[src/rtl/rv32_exec_consts.svh]
`ifndef RV32_EXEC_CONSTS_SVH
`define RV32_EXEC_CONSTS_SVH

// ----------------------------------------------------------------------
// control word field positions
// ----------------------------------------------------------------------
// operand select, 0 imm/0, 1 pc/imm, 2 rs1/rs2, 3 rs1/imm
`define OPT_SRC_LO 3
`define OPT_SRC_HI 4
`define OPT_ALU_LO 5
`define OPT_ALU_HI 7
`define OPT_PC_LO 8
`define OPT_PC_HI 9
`define OPT_MEM_LO 10
`define OPT_MEM_HI 11
// load when set, store when clear with a nonzero size
`define OPT_LOAD 12
`define OPT_EXT 13
`define OPT_SIGN 14
`define OPT_NEG 15

// ----------------------------------------------------------------------
// next pc sources
// ----------------------------------------------------------------------
`define PC_BRANCH 2'd0
`define PC_SEQ 2'd1
`define PC_REL 2'd2
`define PC_REG 2'd3

// core constants
`define RESET_PC 32'h8000_0000
`define DMEM_WORDS 256
`define DEFAULT_EXIT 32'd9

`endif

[src/rtl/rv32_exec_pkg.sv]
package rv32_exec_pkg;

    // ------------------------------------------------------------------
    // datapath widths
    // ------------------------------------------------------------------
    // data and address word
    typedef logic [31:0] word_t;

    // decoded control word from the decoder
    typedef logic [15:0] opt_t;

    // alu operation code
    typedef logic [2:0] alu_op_t;

    // access size, 0 none, 1 byte, 2 half, 3 word
    typedef logic [1:0] mem_size_t;

    // next pc source code
    typedef logic [1:0] pc_sel_t;

    // ------------------------------------------------------------------
    // run control
    // ------------------------------------------------------------------
    // core keeps running until an ebreak-class word arrives
    typedef enum logic {
        RUNNING,
        HALTED
    } run_state_t;

endpackage

[src/rtl/core_state_regs.sv]
`timescale 1ns/10ps
`include "rv32_exec_consts.svh"

module core_state_regs (
    input  logic                 clk,
    input  logic                 rst_n,
    input  logic                 advance,
    input  rv32_exec_pkg::word_t dnpc,
    input  logic                 halt_req,
    input  rv32_exec_pkg::word_t halt_code,
    output rv32_exec_pkg::word_t pc,
    output rv32_exec_pkg::word_t exit_code,
    output logic                 halted
);
    rv32_exec_pkg::run_state_t state;

    // ------------------------------------------------------------------
    // pc register
    // ------------------------------------------------------------------
    always_ff @(posedge clk) begin
        if (!rst_n) begin
            pc <= `RESET_PC;
        end else if (advance) begin
            pc <= dnpc;
        end
    end

    // ------------------------------------------------------------------
    // run/halt fsm, only reset leaves HALTED
    // ------------------------------------------------------------------
    always_ff @(posedge clk) begin
        if (!rst_n) begin
            state     <= rv32_exec_pkg::RUNNING;
            exit_code <= 32'd0;
        end else if ((state == rv32_exec_pkg::RUNNING) && halt_req) begin
            state     <= rv32_exec_pkg::HALTED;
            // code latched on the halting edge
            exit_code <= halt_code;
        end
    end

    assign halted = (state == rv32_exec_pkg::HALTED);

    // the execute stage must stop requesting once halted
    a_no_req_when_halted: assert property (
        @(posedge clk) disable iff (!rst_n)
        halt_req |-> (state == rv32_exec_pkg::RUNNING)
    );

endmodule

[config.mk]
export PLATFORM = sky130hd
export DESIGN_NAME = core_state_regs
export DESIGN_NICKNAME = d
export VERILOG_FILES = /design/src/rtl/rv32_exec_pkg.sv /design/src/rtl/core_state_regs.sv
export VERILOG_INCLUDE_DIRS = /design/src /design/src/rtl
export SDC_FILE = /design/constraint.sdc
export NUM_CORES = 1
export LEC_CHECK = 0
export BUFFER_PORTS_ARGS = -buffer_cell sky130_fd_sc_hd__buf_2
export CAP_MARGIN = 20
export CORE_UTILIZATION = 45
export CTS_CLUSTER_DIAMETER = 60
export DETAILED_ROUTE_END_ITERATION = 16
export PLACE_DENSITY = 0.79
export SLEW_MARGIN = 20
export SYNTH_ARGS = -nofsm -noshare
export SYNTH_HDL_FRONTEND = slang
export SYNTH_SLANG_ARGS = --single-unit
export TNS_END_PERCENT = 10
[constraint.sdc]
create_clock -name clk -period 1.04 [get_ports clk]
set_input_delay 0.052 -clock clk [delete_from_list [all_inputs] [get_ports clk]]
set_output_delay 0.052 -clock clk [all_outputs]
set_load 0.02 [all_outputs]
# After elaboration in Yosys (flattened, before gate mapping)
# Cells that the tools add are included.
[totals]
ff_bits = 65
out_inout_bits = 65
[classes]
bitwise_logic = 1
n_reduce_logical = 1
[ops]
columns = ["operator", "n"]
rows = [
  ["logical AND 1 bit", 1],
  ["inverter 1 bit", 1],
]

# Depth between registers and ports, before layout
[depth]
ltp_word = 2
depth_mapped = 5
depth_no_buf = 2

# Worst setup path before layout
# No wires, ideal clock.
[synth_path]
path_type = "flip-flop to flip-flop"
from = "reg state (netlist: halted)"
to = "reg exit_code[10]"
setup_time_ns = 0.118
arrival_time_ns = 0.920
t_required_ns = 0.922
path_slack_ns = 0.002
stages_incl_launch_ff = 5
n_path_buf = 2
cell_sequence = "dfxtp_1 > nor2b_4 > buf_6 > buf_12 > mux2i_1"
[synth_via]
elab_chain_cells = 2
[synth_lines]
columns = ["element", "line_no", "text"]
rows = [
  ["from (decl)", "core_state_regs.sv:15", "rv32_exec_pkg::run_state_t state;"],
  ["from (signal assigned)", "core_state_regs.sv:33", "state <= rv32_exec_pkg::RUNNING;"],
  ["from (signal assigned)", "core_state_regs.sv:36", "state <= rv32_exec_pkg::HALTED;"],
  ["inverter 1 bit", "core_state_regs.sv:35", "end else if ((state == rv32_exec_pkg::RUNNING) && halt_req) begin"],
  ["logical AND 1 bit", "core_state_regs.sv:35", ""],
  ["to (signal assigned)", "core_state_regs.sv:38", "exit_code <= halt_code;"],
  ["to (decl)", "core_state_regs.sv:12", "output rv32_exec_pkg::word_t exit_code,"],
]
# Every way passes these cells.
# A chain may end at the register's enable or synchronous reset.

# Final worst setup path
[layout_path]
from = "reg state (netlist: halted)"
to = "reg exit_code[23]"
# The elaborated chain is that of the path after synthesis.

==> reports/results.tsv <==
stage	metric	value	unit
run_status	status	complete, no violations	
global_routing	grt_pass1_vias	2397	
cts	htree_num_levels	3	
synth	syn-cell-area	2581	um2
cts	clk_latency	0.33	ns
die	num_io_pins	133	
place	gp_congestion	0.7594	
cts	numCtsBuffers	9	
die	coreArea	5507	um2
global_routing	grt_pass1_wl	10760	um
sta	skew	0.004151	ns
place	portBuffers	132	
final_layout	multi_input_comb_area	1104	um2
synth	synth_edf_count	0	
die	die_width	77.74	um
final_layout	num_antenna_cells	0	
synth	synth.yosys.seq_area_share	0.5041	
global_routing	grt_max_degree	50	
sta	setup_viol	0	
flow_run	cap_violations	0	
synth	ys.flop_type	dfxtp_1	
sta	hold_violations	0	
sta	max_freq	0.9707	GHz
drt	viasPerCell	4.562	
cts	cts-root-buf	clkbuf_8	
global_routing	track_usage	0.2314	
cts	clockBufferDepth	2	
final_layout	syn_to_final_growth	61.37	%
min_path	hp-class	input pin to register	
final_layout	fin_nets	510	
drt	avgRoutedWirePerCell	13.45	um
synth	synth_common_cells	65 x dfxtp_1, 65 x nand2_1, 64 x mux2i_1, 31 x nor2b_1	
synth	synth.distinct_cells	11	
critical_path	critical_path_peak_fanout	6	
global_routing	grt.overflow.total	0	
critical_path	end_kind	register	
global_routing	grtUsageMet2	0.4186	
power_and_ir_drop	ir_drop	0.8626	mV
drt	drt_iter0_markers	72	
drt	wl	6967	um
synth	syn_avg_cell_area	10.49	um2
synth	synth_top_area_cell	dfxtp_1	
global_routing	antenna_found_initial	0	
power_and_ir_drop	powerDensity	1437	nW/um2
critical_path	path_class	register to register	
synth	synth.top_cell.area_share	0.5041	
sta	finalCritPeriodShare	0.9906	
sta	slew_headroom	0.8926	
drt	antenna_left	0	
critical_path	start_kind	register	
global_routing	grtUsageMet3	0.07647	
synth	syn-num-nets	314	
final_layout	fillerInstances	357	
sta	rsz0062_at_grt	true	
cts	clkSlewWorstSetupHoldPaths	0.07	ns
place	place_hpwl	3768	um
final_layout	drive_above_1_share	0.3565	
die	rows	27	
synth	ys.warnings.count	0	
synth	synthTopCellsByArea	dfxtp_1 50%, mux2i_1 25%, nand2_1 9.5%	
sta	finalCriticalPeriod	1.030	ns
final_layout	post-route-util	0.7564	
synth	synthesis.instances	246	
final_layout	seq_area	1303	um2
synth	synth-async-reset-ratio	0	
power_and_ir_drop	leakage	2.091	nW
die	initial_core_util	0.4688	
sta	worst_slew_pin_slew	0.1566	ns
drt	vias	2363	
global_routing	globalRouteMet1Util	0.2471	
critical_path	cp.required	1.29	ns
die	chipHeight	77.74	um
synth	ys_ff_latch	65	
cts	cts_tree	done	
drt	firstDrtPassIters	4	
critical_path	cp.arrival	1.28	ns
sta	slew_violations	0	
cts	clock_sinks	65	
sta	finalSetupTns	0	ns
drt	drc_errors	0	
die	dieArea	6043	um2
global_routing	top_usage_layer	met2	
-- routing by layer --
metal,up-vias,part of all wire
met4,0,0.015
li1,1185,-
met5,-,0
met3,10,0.073
met2,102,0.50
met1,1066,0.41
-- where the power goes --
group / switching [mW] / internal, mW
Combinational: 0.556 / 0.597
Clock: 0.890 / 1.22
Sequential: 0.0790 / 2.65
-- cells in the final DEF, fill, tap and decap left out, drive strengths merged --
master / instances
o21a: 1
clkinv: 2
dlymetal6s4s: 1
clkbuf: 14
nor2b: 32
dfxtp: 65
dlygate4sd3: 61
nand2: 65
buf: 140
bufinv: 1
mux2i: 64
-- worst paths after layout --
check                start  slack [ns]            end  cells past startpoint
max                 halted        0.01  exit_code[23]                      4
min                dnpc[3]        0.01          pc[3]                      3
max reg2reg         halted        0.01  exit_code[23]                      4
min reg2reg  exit_code[31]        0.45  exit_code[31]                      2
-- logic make-up (layout without fill, tap and decap cells) --
| group | Yosys count | in the layout | share of synthesized area |
|---|---|---|---|
| muxes | 64 | 64 | 0.2482 |
| AOI/OAI and AO/OA | 1 | 1 | 0.002909 |
| buffers and inverters | 19 | 219 | 0.06980 |
| and+or+nand+nor | 97 | 97 | 0.1750 |
| DFF | 65 | 65 | 0.5041 |
-- area by class of cell --
type,count,share of cell area
Timing Repair Buffer,204,0.3539
Clock inverter,3,0.009613
Sequential cell,65,0.3127
Clock buffer,12,0.03725
Tap cell,72,0.02163
Multi-Input combinational cell,162,0.2649
-- through the flow --
stage | hold WS, ns | total power, mW | area [um2] | cells | setup slack (ns)
floorplan | 0.1622 | 3.365 | 2581 | 246 | 0.002204
global placement | 0.2669 | 3.649 | 3254 | 438 | 0.09974
detailed placement | 0.2792 | 3.671 | 3254 | 438 | 0.04152
CTS | 0.002185 | 5.941 | 4060 | 514 | 0.02289
global route | 0.03543 | 6.265 | 4165 | 518 | -0.02374
finish | 0.01041 | 5.985 | 4165 | 518 | 0.009773
-- flip-flops by register name, indices dropped and copies added (netlist names) --
signal     count
pc            32
halted         1
exit_code     32
-- repair_timing --
item	CTS	global route
hold buffers	61	1
gates resized for setup	0	6
hold endpoints to repair	61	1
setup buffers	0	1
setup endpoints to repair	0	28
-- critical path, stage by stage (launching register included) --
cell	delay (ns)
dfxtp_2	0.34
nor2b_4	0.12
buf_12	0.14
buf_12	0.13
mux2i_2	0.22
No activity file was read; power rests on OpenSTA's default activity.
